$ cat src/source/video_pkg.sv
// Video stream definitions
package video_pkg;

	// --------------------------------------------------
	// Image geometry
	// --------------------------------------------------
	localparam int img_wbits = 12;
	localparam int img_hbits = 12;

	localparam int pixel_width = 8;
	localparam int word_pixels = 4;
	localparam int lane_bits = $clog2(word_pixels);

	// Words buffered between bus and pixel stream
	localparam int fifo_depth = 32;

	// --------------------------------------------------
	// Payloads
	// --------------------------------------------------

	// Word flags: sof on first word of frame, eol on last word of a row
	typedef struct packed {
		logic [pixel_width*word_pixels-1:0] data;
		logic                               sof;
		logic                               eol;
	} fifo_word_t;

	typedef struct packed {
		logic [pixel_width-1:0] data;
		logic                   sof;
		logic                   eol;
	} pixel_t;

endpackage

$ cat src/source/axi_rd_pkg.sv
// AXI read bus definitions
package axi_rd_pkg;

	// --------------------------------------------------
	// Bus geometry
	// --------------------------------------------------
	localparam int addr_width = 32;
	localparam int data_width = 32;

	// Beats per burst, 16 keeps AXI3 slaves happy
	localparam int burst_len = 16;
	localparam int burst_bytes = burst_len * data_width / 8;

	// Fixed AR fields
	localparam logic [2:0] beat_size = 3'($clog2(data_width / 8));
	localparam logic [1:0] burst_incr = 2'b01;

	// --------------------------------------------------
	// Channel payloads
	// --------------------------------------------------

	// Read address channel
	typedef struct packed {
		logic [addr_width-1:0] addr;
		logic [7:0]            len;
		logic [2:0]            size;
		logic [1:0]            burst;
		logic                  lock;
		logic [3:0]            cache;
		logic [2:0]            prot;
		logic [3:0]            qos;
	} axi_ar_t;

	// Read data channel
	typedef struct packed {
		logic [data_width-1:0] data;
		logic [1:0]            resp;
		logic                  last;
	} axi_r_t;

endpackage
$ cat src/source/frame_reader_top.sv
// Video frame reader top level
`timescale 1ns/1ps

module frame_reader_top import axi_rd_pkg::*, video_pkg::*; (
	input  logic                  M_AXI_ACLK,
	input  logic                  M_AXI_ARESETN,

	// Frame control
	input  logic                  fsync,
	output logic                  frame_pulse,
	input  logic [img_wbits-1:0]  img_width,
	input  logic [img_hbits-1:0]  img_height,
	input  logic [addr_width-1:0] base_addr,

	// AXI read address
	output axi_ar_t               ar,
	output logic                  ar_valid,
	input  logic                  ar_ready,

	// AXI read data
	input  axi_r_t                r,
	input  logic                  r_valid,
	output logic                  r_ready,

	// Pixel stream
	output pixel_t                pix,
	output logic                  pix_valid
);

	// --------------------------------------------------
	// FIFO hookup
	// --------------------------------------------------
	fifo_word_t fifo_in;
	fifo_word_t fifo_out;
	logic       fifo_wr;
	logic       fifo_rd;
	logic       full;
	logic       empty;

	mm2fifo reader0 (
		.M_AXI_ACLK    (M_AXI_ACLK),
		.M_AXI_ARESETN (M_AXI_ARESETN),
		.img_width     (img_width),
		.img_height    (img_height),
		.base_addr     (base_addr),
		.fsync         (fsync),
		.frame_pulse   (frame_pulse),
		.ar            (ar),
		.ar_valid      (ar_valid),
		.ar_ready      (ar_ready),
		.r             (r),
		.r_valid       (r_valid),
		.r_ready       (r_ready),
		.fifo_in       (fifo_in),
		.fifo_wr       (fifo_wr),
		.full          (full)
	);

	sync_fifo #(
		.depth (fifo_depth)
	) fifo0 (
		.M_AXI_ACLK    (M_AXI_ACLK),
		.M_AXI_ARESETN (M_AXI_ARESETN),
		.wr            (fifo_wr),
		.din           (fifo_in),
		.rd            (fifo_rd),
		.dout          (fifo_out),
		.full          (full),
		.empty         (empty)
	);

	word_unpacker unpack0 (
		.M_AXI_ACLK    (M_AXI_ACLK),
		.M_AXI_ARESETN (M_AXI_ARESETN),
		.fifo_out      (fifo_out),
		.empty         (empty),
		.fifo_rd       (fifo_rd),
		.pix           (pix),
		.pix_valid     (pix_valid)
	);

endmodule

$ cat src/source/word_unpacker.sv
// Word to pixel unpacker
`timescale 1ns/1ps

module word_unpacker import video_pkg::*; (
	input  logic       M_AXI_ACLK,
	input  logic       M_AXI_ARESETN,

	input  fifo_word_t fifo_out,
	input  logic       empty,
	output logic       fifo_rd,

	output pixel_t     pix,
	output logic       pix_valid
);

	fifo_word_t           word_q;
	logic                 busy;
	logic [lane_bits-1:0] lane;
	logic                 last_lane;

	assign last_lane = (lane == lane_bits'(word_pixels - 1));

	// --------------------------------------------------
	// Pop control
	// --------------------------------------------------

	// Pop when idle, or on the last lane to keep one pixel per cycle
	assign fifo_rd = !empty && (!busy || last_lane);

	always_ff @(posedge M_AXI_ACLK) begin
		if (!M_AXI_ARESETN) begin
			busy <= 1'b0;
			lane <= '0;
		end else if (fifo_rd) begin
			busy <= 1'b1;
			lane <= '0;
		end else if (busy) begin
			if (last_lane)
				busy <= 1'b0;
			else
				lane <= lane + 1'b1;
		end
	end

	// Word held while its lanes go out
	always_ff @(posedge M_AXI_ACLK) begin
		if (fifo_rd)
			word_q <= fifo_out;
	end

	// --------------------------------------------------
	// Pixel output
	// --------------------------------------------------

	// Lowest byte first
	assign pix_valid = busy;
	assign pix = '{
		data: word_q.data[lane*pixel_width +: pixel_width],
		sof:  word_q.sof && (lane == '0),
		eol:  word_q.eol && last_lane
	};

endmodule

$ cat src/source/sync_fifo.sv
// Single clock word FIFO
`timescale 1ns/1ps

module sync_fifo import video_pkg::*; #(
	parameter int depth = fifo_depth
) (
	input  logic       M_AXI_ACLK,
	input  logic       M_AXI_ARESETN,

	input  logic       wr,
	input  fifo_word_t din,

	input  logic       rd,
	output fifo_word_t dout,

	output logic       full,
	output logic       empty
);

	localparam int aw = $clog2(depth);

	fifo_word_t    mem [depth];

	// Extra top bit tells a full buffer from an empty one
	logic [aw:0]   wr_ptr;
	logic [aw:0]   rd_ptr;
	logic          do_wr;
	logic          do_rd;

	assign do_wr = wr && !full;
	assign do_rd = rd && !empty;

	assign empty = (wr_ptr == rd_ptr);
	assign full = (wr_ptr[aw] != rd_ptr[aw]) && (wr_ptr[aw-1:0] == rd_ptr[aw-1:0]);

	// --------------------------------------------------
	// Pointers
	// --------------------------------------------------
	always_ff @(posedge M_AXI_ACLK) begin
		if (!M_AXI_ARESETN) begin
			wr_ptr <= '0;
			rd_ptr <= '0;
		end else begin
			if (do_wr)
				wr_ptr <= wr_ptr + 1'b1;
			if (do_rd)
				rd_ptr <= rd_ptr + 1'b1;
		end
	end

	// --------------------------------------------------
	// Storage
	// --------------------------------------------------
	always_ff @(posedge M_AXI_ACLK) begin
		if (do_wr)
			mem[wr_ptr[aw-1:0]] <= din;
	end

	// Show-ahead output
	assign dout = mem[rd_ptr[aw-1:0]];

endmodule

$ cat src/source/mm2fifo.sv
// Frame burst read controller
`timescale 1ns/1ps

module mm2fifo import axi_rd_pkg::*, video_pkg::*; (
	input  logic                  M_AXI_ACLK,
	input  logic                  M_AXI_ARESETN,

	input  logic [img_wbits-1:0]  img_width,
	input  logic [img_hbits-1:0]  img_height,
	input  logic [addr_width-1:0] base_addr,
	input  logic                  fsync,
	output logic                  frame_pulse,

	output axi_ar_t               ar,
	output logic                  ar_valid,
	input  logic                  ar_ready,

	input  axi_r_t                r,
	input  logic                  r_valid,
	output logic                  r_ready,

	output fifo_word_t            fifo_in,
	output logic                  fifo_wr,
	input  logic                  full
);

	logic [addr_width-1:0] araddr;
	logic                  arvalid_q;
	logic                  start_burst;
	logic                  burst_active;
	logic                  rnext;
	logic                  final_word;
	logic                  sof_q;

	// Remaining words in the current row and remaining rows
	logic [img_wbits-1:0]  col_cnt;
	logic [img_hbits-1:0]  row_cnt;
	logic [img_wbits-1:0]  col_init;

	assign col_init = img_width / img_wbits'(word_pixels) - img_wbits'(1);
	assign final_word = (col_cnt == '0) && (row_cnt == '0);

	// --------------------------------------------------
	// Burst sequencing
	// --------------------------------------------------

	// Idle at frame end with a request pending
	assign frame_pulse = !start_burst && !burst_active && final_word && fsync;

	// One burst in flight at a time; a new frame waits for fsync
	always_ff @(posedge M_AXI_ACLK) begin
		if (!M_AXI_ARESETN) begin
			start_burst <= 1'b0;
		end else if (!start_burst && !burst_active && (!final_word || fsync)) begin
			start_burst <= 1'b1;
		end else begin
			start_burst <= 1'b0;
		end
	end

	always_ff @(posedge M_AXI_ACLK) begin
		if (!M_AXI_ARESETN) begin
			burst_active <= 1'b0;
		end else if (start_burst) begin
			burst_active <= 1'b1;
		end else if (rnext && r.last) begin
			burst_active <= 1'b0;
		end
	end

	// --------------------------------------------------
	// Read address channel
	// --------------------------------------------------
	always_ff @(posedge M_AXI_ACLK) begin
		if (!M_AXI_ARESETN) begin
			arvalid_q <= 1'b0;
		end else if (!arvalid_q && start_burst) begin
			arvalid_q <= 1'b1;
		end else if (arvalid_q && ar_ready) begin
			arvalid_q <= 1'b0;
		end
	end

	// Base address is taken at each frame start
	always_ff @(posedge M_AXI_ACLK) begin
		if (start_burst) begin
			if (final_word)
				araddr <= base_addr;
			else
				araddr <= araddr + addr_width'(burst_bytes);
		end
	end

	assign ar_valid = arvalid_q;
	assign ar = '{
		addr:  araddr,
		len:   8'(burst_len - 1),
		size:  beat_size,
		burst: burst_incr,
		lock:  1'b0,
		cache: 4'h0,
		prot:  3'h0,
		qos:   4'h0
	};

	// --------------------------------------------------
	// Read data channel
	// --------------------------------------------------

	// Only FIFO fullness throttles the bus; resp is not checked
	assign r_ready = !full;
	assign rnext = r_valid && r_ready;

	always_ff @(posedge M_AXI_ACLK) begin
		if (!M_AXI_ARESETN) begin
			col_cnt <= '0;
			row_cnt <= '0;
		end else if (start_burst && final_word) begin
			col_cnt <= col_init;
			row_cnt <= img_height - img_hbits'(1);
		end else if (rnext) begin
			if (col_cnt != '0) begin
				col_cnt <= col_cnt - img_wbits'(1);
			end else if (row_cnt != '0) begin
				col_cnt <= col_init;
				row_cnt <= row_cnt - img_hbits'(1);
			end
		end
	end

	// Armed at frame start, dropped after the first beat
	always_ff @(posedge M_AXI_ACLK) begin
		if (!M_AXI_ARESETN) begin
			sof_q <= 1'b0;
		end else if (start_burst && final_word) begin
			sof_q <= 1'b1;
		end else if (rnext) begin
			sof_q <= 1'b0;
		end
	end

	assign fifo_wr = rnext;
	assign fifo_in = '{
		data: r.data,
		sof:  sof_q,
		eol:  (col_cnt == '0)
	};

endmodule

$ cat config.mk
export PLATFORM = sky130hd
export DESIGN_NAME = frame_reader_top
export DESIGN_NICKNAME = d
export VERILOG_FILES = /design/src/source/video_pkg.sv /design/src/source/axi_rd_pkg.sv /design/src/source/frame_reader_top.sv /design/src/source/word_unpacker.sv /design/src/source/sync_fifo.sv /design/src/source/mm2fifo.sv
export SDC_FILE = /design/constraint.sdc
export NUM_CORES = 1
export LEC_CHECK = 0
export ABC_AREA = 1
export BUFFER_PORTS_ARGS = -buffer_cell sky130_fd_sc_hd__buf_2
export CORE_AREA = 3 3 443 445
export CTS_CLUSTER_DIAMETER = 60
export DETAILED_ROUTE_END_ITERATION = 12
export DIE_AREA = 0 0 446 448
export GPL_ROUTABILITY_DRIVEN = 0
export PLACE_DENSITY = 0.35
export SLEW_MARGIN = 5
export SYNTH_ARGS = -nofsm -noshare
export SYNTH_HDL_FRONTEND = slang
export SYNTH_SLANG_ARGS = --single-unit
$ cat constraint.sdc
create_clock -name M_AXI_ACLK -period 9.9 [get_ports M_AXI_ACLK]
set_input_delay 1.485 -clock M_AXI_ACLK [delete_from_list [all_inputs] [get_ports M_AXI_ACLK]]
set_output_delay 1.485 -clock M_AXI_ACLK [all_outputs]
set_load 0.01 [all_outputs]
==> results of run 1 <==
## power by group through the flow
stage	clock network [mW]	registers, mW	logic (mW)
3_3_place_gp	0	6.30	4.00
6_report	5.42	6.18	3.88
3_5_place_dp	0	6.29	3.98
5_1_grt	5.79	6.21	4.38
4_1_cts	5.60	6.19	3.99
2_1_floorplan	0	6.13	2.59
## stage by stage
stage | setup WS [ns] | hold WS, ns | cells | instance area, sq um
6_report | 4.69 | 0.443 | 6550 | 56500
5_1_grt | 4.37 | 0.484 | 6550 | 56500
4_1_cts | 4.51 | 0.448 | 6549 | 56500
3_5_place_dp | 4.55 | 0.441 | 6272 | 51600
3_3_place_gp | 4.59 | 0.436 | 6272 | 51600
2_1_floorplan | 5.31 | 0.440 | 3824 | 48200
## Yosys cell counts, types with 2 or more instances
cell,instances,share of area
dfxtp_1,43,0.018
clkbuf_1,212,0.017
nor2_2,3,0.00039
or2_2,3,0.00039
edfxtp_1,1154,0.72
conb_1,2,0.00016
o21ai_2,3,0.00055
nor2_4,2,0.00047
nand2_2,4,0.00052
o31ai_1,3,0.00047
nand2_1,295,0.023
nand3b_1,3,0.00047
and3_1,2,0.00026
buf_2,22,0.0023
buf_6,2,0.00047
o221ai_1,104,0.019
nor4_1,3,0.00039
clkinv_1,2,0.00016
o22ai_1,178,0.023
inv_2,3,0.00023
nand3_1,118,0.012
a31oi_1,2,0.00026
inv_1,116,0.0091
nor2_1,662,0.052
xor2_1,16,0.0029
a211oi_1,2,0.00031
nand4_1,38,0.0049
ha_1,11,0.0029
buf_1,15,0.0012
o211ai_1,35,0.0055
nand2_4,2,0.00047
buf_4,25,0.0039
a21oi_1,32,0.0033
o21ai_0,646,0.067
nor3_1,15,0.0016
xnor2_1,15,0.0027
## routing by layer
layer  track usage  routed length [microns]  up-vias
met4        0.0428                     3330        2
li1              -                        -    14200
met5             0                       13        -
met1         0.216                    74500    15700
met2         0.258                    75300      646
met3        0.0239                     6440      228
## layout make-up
class,instances,area [sq um],area share
Multi-Input combinational cell,2230,11300,0.199
Clock inverter,84,751,0.0133
Clock buffer,193,4110,0.0727
Antenna cell,1,2.50,0.0000443
Sequential cell,1197,35500,0.629
Inverter,121,474,0.00839
Timing Repair Buffer,198,1220,0.0216
Tap cell,2526,3160,0.0559
## worst register-to-register path, cell delays in order, from the launching register on
cell and delay (ns):
dfxtp_4 0.80, inv_8 0.39, o22ai_1 0.28, nor2_1 0.07
nand3_1 0.07, nor2_1 0.08, nand2_1 0.16, nand2_1 0.35
inv_1 0.41, nand2_1 0.56, nor2_4 0.98, buf_4 0.58
## kinds of logic (layout without fill, tap and decap cells)
family,after synthesis,count (layout),share of synthesized area
flip-flops,1197,1197,0.739
AND/OR/NAND/NOR,1155,1155,0.0984
AO/OA/AOI/OAI,1007,1007,0.120
buffers and inverters,397,596,0.0338
XOR/XNOR,31,31,0.00565
adder cells (fa/ha/maj),11,11,0.00286
other,2,26,0.000156
multiplexers,1,1,0.000208
## flip-flops by register name, indices dropped and copies added (netlist names), 2 cells and up
signal	flops
reader0.col_cnt	12
reader0.araddr	32
reader0.row_cnt	12
fifo0.rd_ptr	6
fifo0.wr_ptr	6
unpack0.word_q	34
fifo0.mem	1088
unpack0.lane	2
## worst max-delay path by stage
stage                         start                end  slack, ns  depth (start not counted)
CTS                 fifo0.rd_ptr[1]  fifo0.mem[17][31]       4.51                         11
global route        fifo0.rd_ptr[1]  fifo0.mem[17][31]       4.37                         11
global placement    fifo0.rd_ptr[1]  fifo0.mem[18][16]       4.59                         11
floorplan                   r_valid   fifo0.mem[31][0]       5.31                          3
finish              fifo0.rd_ptr[0]  fifo0.mem[17][31]       4.69                         11
detailed placement  fifo0.rd_ptr[1]  fifo0.mem[17][12]       4.55                         11
## cells in the final DEF (no fill, tap or decap), drive strengths merged
cell         n
a211oi       2
a21oi       32
a31o         1
a31oi        2
and3         2
buf        198
bufinv      10
clkbuf     193
clkinv      62
clkinvlp     6
conb        25
dfxtp       43
diode        1
edfxtp    1154
ha          11
inv        127
mux2i        1
nand2      301
nand3      119
nand3b       4
nand4       38
nor2       668
nor3        16
nor3b        1
nor4         3
o211ai      35
o21ai      650
o221ai     104
o22ai      178
o31ai        3
or2          3
xnor2       15
xor2        16
==> results.py, run 1 <==
metrics = {
    "route": {
        "detail_route.wl_per_cell_microns": 24.4,
        "antenna_left": 0,
        "first_pass_iters": 5,
        "via_per_inst": 4.70,
        "drcViolationCount": 0,
        "dr.first_iter.drc_count": 2240,
        "wl_mm": 160,
        "vias": 30800,
    },
    "setup_path": {
        "cp_slowest_stage_delay_ns": 0.97,
        "critical_path_class": "reg -> reg",
        "cp_top_family": "simple AND/OR/NAND/NOR gates",
        "cp_common_cell": "nand2_1",
        "critPathSlowestCell": "nor2_4",
        "crit_buf_inv": 3,
        "startpoint_type": "flop",
        "critPathArrivalTime_ns": 5.60,
        "worstPathRequired_ns": 10.29,
        "endpoint_kind": "flop",
        "r2r_start": "fifo0.rd_ptr[0]",
        "crit_chain": "inv_8, o22ai_1, nor2_1, nand3_1, nor2_1, nand2_1, nand2_1, inv_1, nand2_1, nor2_4, buf_4",
        "reg2reg_depth": 11,
        "r2r_slack_ns": 4.69,
        "rr_endpoint": "fifo0.mem[17][31]",
        "cp_max_fo": 98,
    },
    "sta": {
        "max_freq_mhz": 192,
        "grt_setup_unrepaired": "false",
        "fin_setup_tns_ns": 0,
        "min_period_ns": 5.21,
        "final_hold_viol_count": 0,
        "slew-limit-headroom": 0.201,
        "slew_violations": 0,
        "setup_viol_count_final": 0,
        "worst_clock_skew_ns": 0.0369,
        "period_share": 0.526,
        "tightest_slew_ns": 1.20,
    },
    "global_routing": {
        "overflow": 0,
        "grt_pass1_vias": 30400,
        "track_usage": 0.157,
        "grt_max_degree": 159,
        "antenna_found_initial": 11,
        "grt_pass1_wl_mm": 228,
    },
    "clocking": {
        "cts_tree": "yes",
        "cts-root-buf": "clkbuf_16",
        "cts_hold_buf": 0,
        "ctsResizeCount": 0,
        "cts_sinks": 1197,
        "path_clk_slew_ns": 0.05,
        "clock_latency_ns": 0.79,
        "htreeDepth": 4,
        "numCtsBuffers": 153,
        "clk_path_buf_depth": 3,
        "postCtsSetupBuffers": 0,
    },
    "finish": {
        "layout-drive-gt1-share": 0.119,
        "final_util": 0.293,
        "fin_nets": 4008,
        "fillers": 19600,
        "area_delta_synth_final_pct": 17.5,
    },
    "power": {
        "leakage_nw": 18.4,
        "p_per_area_nw_per_um2": 274,
        "power_switching_mw": 5.27,
        "power_switching_share": 0.341,
        "p_int_mw": 10.2,
        "p_comb_frac": 0.251,
        "ir_worst_vdd_mv": 0.214,
        "finalPower_mw": 15.5,
        "clkPwrFrac": 0.350,
        "seq_power_share": 0.399,
    },
    "placement": {
        "hpwlAfterDp_mm": 82.0,
        "port_buffers": 137,
    },
    "logic_synthesis": {
        "synth_area_sq_um": 48100,
        "yosys_warnings": 0,
        "synth_edf_count": 1154,
        "ys_seq_elements": 1197,
        "syn_inst": 3801,
        "ys_types": 44,
        "seq_area_frac_synth": 0.739,
        "async_flop_share": 0,
        "synth_ff_type": "edfxtp_1",
        "synth.avg_cell_area_sq_um": 12.6,
    },
    "floorplanning": {
        "fp.dieW_microns": 446,
        "fp-row-count": 161,
        "io_pins": 167,
        "start_util": 0.250,
        "core_area_sq_um": 193000,
        "die_area_sq_um": 200000,
        "die_y_microns": 448,
    },
    "min_path": {
        "hp-class": "reg -> reg",
        "whs_endpoint": "reader0.ar_valid",
        "hold_depth": 1,
        "min_from": "reader0.ar_valid",
    },
    "run_status": {
        "run_status": "finished, final reports clean",
    },
    "job": {
        "cap_violations": 0,
    },
}
Power figures use the tool's default switching activity.
==> inputs of run 2 (changes only) <==
PLACE_DENSITY = 0.36   (was 0.35)
clock period = 4.68 ns   (was 9.9 ns; I/O delays follow)
==> run 2 against run 1 <==
Register-to-register slack got worse by 3.4 ns. Worst setup slack got worse by 3.8 ns. Hold slack lost 0.33 ns. Non-clock buffer count increased by 33. Critical path type is now reg -> out.
==> results.py, run 2 (synthesis results as in run 1) <==
metrics = {
    "run_status": {
        "run_status": "finished, final reports clean",
    },
    "power": {
        "p_per_area_nw_per_um2": 573,
        "ir_worst_vdd_mv": 0.373,
        "leakage_nw": 18.6,
    },
    "finish": {
        "mostFrequentLayoutCell": "edfxtp_1",
        "area_delta_synth_final_pct": 18.4,
        "fillers": 19600,
        "largest_reg_flops": 1088,
        "layout_common_cells": "edfxtp_1, o21ai_0, nor2_1",
        "layout-drive-gt1-share": 0.124,
        "fin_nets": 4041,
    },
    "sta": {
        "finalWorstSetupSlack_ns": 0.913,
        "slew-limit-headroom": 0.282,
        "tightest_slew_ns": 1.08,
        "max_freq_mhz": 265,
        "grt_setup_unrepaired": "false",
        "slew_violations": 0,
        "setup_viol_count_final": 0,
        "period_share": 0.805,
        "worst_clock_skew_ns": 0.0504,
        "final_hold_viol_count": 0,
        "min_period_ns": 3.77,
        "fin_setup_tns_ns": 0,
    },
    "clocking": {
        "clock_latency_ns": 0.79,
        "ctsResizeCount": 0,
        "cts_sinks": 1197,
        "clk_path_buf_depth": 3,
        "postCtsSetupBuffers": 0,
        "cts_hold_buf": 0,
        "cts_tree": "yes",
        "cts-root-buf": "clkbuf_16",
        "path_clk_slew_ns": 0.05,
        "htreeDepth": 4,
        "numCtsBuffers": 153,
    },
    "min_path": {
        "min_from": "ar_ready",
        "hold_depth": 2,
        "hp-class": "in -> reg",
        "whs_endpoint": "reader0.ar_valid",
    },
    "route": {
        "first_pass_iters": 7,
        "dr_wl_met3_mm": 8.04,
        "antenna_left": 0,
        "wl_mm": 159,
        "dr.first_iter.drc_count": 2412,
        "wl_met2_mm": 74.4,
        "detail_route.wl_per_cell_microns": 24.1,
        "top_layer_used": "met5",
        "met1_length_mm": 71.7,
        "vias": 30800,
        "via_per_inst": 4.68,
        "drcViolationCount": 0,
    },
    "floorplanning": {
        "fp.dieW_microns": 446,
        "core_area_sq_um": 193000,
        "start_util": 0.250,
        "io_pins": 167,
        "fp-row-count": 161,
        "die_y_microns": 448,
        "die_area_sq_um": 200000,
    },
    "setup_path": {
        "critPathLaunch": "reader0.col_cnt[0]",
        "r2r_slack_ns": 1.27,
        "startpoint_type": "flop",
        "rr_endpoint": "fifo0.mem[15][12]",
        "worstPathRequired_ns": 3.98,
        "critical_path_class": "reg -> out",
        "crit_buf_inv": 3,
        "reg2reg_depth": 12,
        "cp_slowest_stage_delay_ns": 0.48,
        "crit_chain": "inv_1, ha_1, nand2_2, nor2_4, nand2_4, inv_1, nand2_1, nor3b_1, buf_2",
        "cp_common_cell": "inv_1",
        "cp_max_fo": 20,
        "critPathSlowestCell": "nand2_1",
        "endpoint_kind": "primary output",
        "critPathArrivalTime_ns": 3.07,
        "cp_top_family": "simple AND/OR/NAND/NOR gates",
        "r2r_start": "fifo0.rd_ptr[1]",
    },
    "placement": {
        "hpwlAfterDp_mm": 86.8,
        "place_worst_setup_slack_ns": 1.21,
        "port_buffers": 137,
    },
    "global_routing": {
        "track_usage": 0.157,
        "grt_pass1_wl_mm": 227,
        "overflow": 0,
        "antenna_found_initial": 12,
        "grt_max_degree": 184,
        "grt_pass1_vias": 30600,
    },
    "job": {
        "cap_violations": 0,
    },
}
[run 2: through the flow]
| stage | power (mW) | util | cell area, sq um | hold WS, ns | instances |
|---|---|---|---|---|---|
| 2_1_floorplan | 18.4 | - | 48200 | 0.440 | 3824 |
| 3_3_place_gp | 21.9 | 0.271 | 52100 | 0.435 | 6305 |
| 3_5_place_dp | 21.8 | 0.271 | 52100 | 0.444 | 6305 |
| 4_1_cts | 33.2 | 0.296 | 56900 | 0.0328 | 6583 |
| 5_1_grt | 34.6 | 0.296 | 56900 | 0.0762 | 6583 |
| 6_report | 32.6 | 0.296 | 56900 | 0.110 | 6585 |
[run 2: layer usage]
layer / track usage / vias to the layer above
li1: - / 14300
met1: 0.210 / 15600
met4: 0.0490 / 8
met2: 0.258 / 739
met3: 0.0304 / 228
met5: 0 / -
[run 2: worst max-delay path by stage]
stage / depth (start not counted) / to / slack (ns)
finish: 9 / frame_pulse / 0.91
global route: 9 / frame_pulse / 0.65
CTS: 9 / frame_pulse / 0.75
detailed placement: 11 / fifo0.mem[6][12] / 1.21
global placement: 12 / fifo0.mem[15][31] / 1.22
floorplan: 10 / fifo0.mem[31][0] / 0.59
[run 2: final cells by class]
cell class | count | area (sq um) | area share
sequential | 1197 | 35500 | 0.624
clock buffer | 191 | 4000 | 0.0703
clock inverter | 87 | 810 | 0.0142
inverter | 121 | 474 | 0.00833
timing repair buffer | 231 | 1690 | 0.0297
antenna | 2 | 5.00 | 0.0000879
tap | 2526 | 3160 | 0.0555
multi-input combinational | 2230 | 11300 | 0.198
[run 2: power by group]
part           leakage, nW  switching, mW  internal [mW]
Clock                 2.31           4.77           6.47
Combinational         5.45           6.09           2.38
Sequential            10.8          0.447           12.5
Total                 18.6           11.3           21.3
==> inputs of run 3 (changes only) <==
clock period = 3.2 ns   (was 4.68 ns; I/O delays follow)
==> run 3 against run 2 <==
Final cell count rose by 0.93%. Combinational power grew 51%. Clock skew is 0.019 ns lower. First-iteration DRC count increased by 0.83%. Critical path type unchanged. Largest power group unchanged. Highest routed layer unchanged. Sequential share of layout area fell by 1.2 points. Critical endpoint unchanged.
==> results.py, run 3 (synthesis results as in run 1) <==
metrics = {
    "floorplanning": {
        "fp-row-count": 161,
        "die_y_microns": 448,
        "io_pins": 167,
        "core_area_sq_um": 193000,
        "die_area_sq_um": 200000,
        "start_util": 0.250,
        "fp.dieW_microns": 446,
    },
    "route": {
        "drcViolationCount": 0,
        "first_pass_iters": 5,
        "antenna_left": 0,
        "vias": 31100,
        "detail_route.wl_per_cell_microns": 24.4,
        "dr.first_iter.drc_count": 2432,
        "via_per_inst": 4.69,
        "wl_mm": 162,
    },
    "finish": {
        "layout-drive-gt1-share": 0.132,
        "layout_common_cells": "edfxtp_1, o21ai_0, nor2_1",
        "largest_reg_flops": 1088,
        "fin_nets": 4104,
        "fin_area_sq_um": 58000,
        "area_delta_synth_final_pct": 20.7,
        "seq_area_sq_um": 35500,
        "mostFrequentLayoutCell": "edfxtp_1",
        "fillers": 19600,
        "fin_cells": 6646,
        "final_util": 0.301,
        "multi_input_area_sq_um": 11300,
    },
    "sta": {
        "tightest_slew_ns": 0.962,
        "setup_viol_count_final": 0,
        "period_share": 0.926,
        "final_hold_viol_count": 0,
        "grt_setup_unrepaired": "false",
        "max_freq_mhz": 337,
        "min_period_ns": 2.96,
        "worst_clock_skew_ns": 0.0315,
        "slew-limit-headroom": 0.359,
        "slew_violations": 0,
    },
    "power": {
        "ir_worst_vdd_mv": 0.846,
        "p_int_mw": 32.0,
        "seq_power_share": 0.387,
        "p_comb_frac": 0.263,
        "power_switching_share": 0.342,
        "clkPwrFrac": 0.349,
        "leakage_nw": 19.1,
        "p_per_area_nw_per_um2": 838,
        "power_switching_mw": 16.6,
    },
    "clocking": {
        "clk_path_buf_depth": 3,
        "clock_latency_ns": 0.80,
        "cts_sinks": 1197,
        "numCtsBuffers": 152,
        "htreeDepth": 4,
        "postCtsSetupBuffers": 0,
        "cts_tree": "yes",
        "cts-root-buf": "clkbuf_16",
        "path_clk_slew_ns": 0.05,
    },
    "min_path": {
        "hp-class": "in -> reg",
    },
    "placement": {
        "placed_area_sq_um": 52700,
        "place_inst": 6334,
        "hpwlAfterDp_mm": 88.0,
        "port_buffers": 137,
    },
    "setup_path": {
        "cp_max_fo": 19,
        "endpoint_kind": "primary output",
        "critical_path_class": "reg -> out",
        "startpoint_type": "flop",
        "cp_slowest_stage_delay_ns": 0.31,
        "cp_common_cell": "nand2_2",
        "worstPathRequired_ns": 2.72,
        "crit_chain": "inv_2, ha_2, nand2_2, nor2_4, nand2_4, inv_1, nand2_2, buf_8, nor3b_2, buf_2",
        "critPathSlowestCell": "dfxtp_1",
        "critPathArrivalTime_ns": 2.48,
    },
    "run_status": {
        "run_status": "finished, final reports clean",
    },
    "job": {
        "cap_violations": 0,
    },
    "global_routing": {
        "grt_pass1_vias": 31200,
        "grt_pass1_wl_mm": 231,
        "antenna_found_initial": 11,
        "overflow": 0,
        "grt_max_degree": 150,
        "track_usage": 0.160,
    },
}
run 3: cell count changes in the layout (fill, tap and decap cells not counted), sizes merged, moves of 4 or more:
cell	before	now
clkbuf	191	187
bufinv	6	13
buf	231	260
clkinv	65	55
inv	130	137
dlygate4sd3	0	35
run 3: cell type report:
| class | instances | share of cell area |
|---|---|---|
| antenna | 1 | 0.0000431 |
| clock buffer | 187 | 0.0689 |
| clock inverter | 89 | 0.0162 |
| inverter | 121 | 0.00824 |
| multi-input combinational | 2230 | 0.194 |
| sequential | 1197 | 0.612 |
| tap | 2526 | 0.0545 |
| timing repair buffer | 295 | 0.0455 |
run 3: path summary, 6_finish.rpt:
path / to / startpoint / cells after the start / slack [ns]
max: frame_pulse / reader0.col_cnt[0] / 10 / 0.24
max reg2reg: fifo0.mem[22][20] / fifo0.wr_ptr[0] / 12 / 0.36
min reg2reg: reader0.ar_valid / reader0.ar_valid / 1 / 0.45
min: reader0.col_cnt[9] / img_width[11] / 5 / 0.11
run 3: routing by layer:
layer	vias to the layer above	GRT usage	wire length, microns
met5	-	0	35
met4	8	0.0421	3560
met3	212	0.0288	7050
met2	620	0.267	77100
met1	15900	0.215	74300
li1	14400	-	-
run 3: timing repair:
action,in CTS,in global routing
hold endpoints to repair,35,0
resized for setup,4,3
pin swaps,1,0
hold buffers,35,0
setup endpoints to repair,1,10
run 3: through the flow:
stage / hold slack, ns / setup slack [ns] / setup TNS [ns] / power (mW)
3_3_place_gp: 0.433 / 0.395 / 0 / 32.2
4_1_cts: 0.0335 / 0.0212 / 0 / 49.4
3_5_place_dp: 0.445 / 0.351 / 0 / 32.2
2_1_floorplan: 0.440 / -0.839 / -57.05 / 27.0
5_1_grt: 0.136 / 0.0164 / 0 / 51.4
6_report: 0.105 / 0.237 / 0 / 48.6
run 3: power groups by stage:
stage | logic (mW) | registers (mW) | clock network, mW
3_3_place_gp | 13.1 | 19.2 | 0
4_1_cts | 13.1 | 18.8 | 17.5
6_report | 12.8 | 18.8 | 17.0
3_5_place_dp | 13.0 | 19.2 | 0
2_1_floorplan | 8.03 | 19.0 | 0
5_1_grt | 14.4 | 18.9 | 18.1
run 3: critical path: cells and delay by family (launching register included):
family / cells / cell delay [ns]
DFF: 1 / 0.31
and+or+nand+nor: 5 / 0.67
buffers and inverters: 4 / 0.55
adders and majority gates: 1 / 0.20
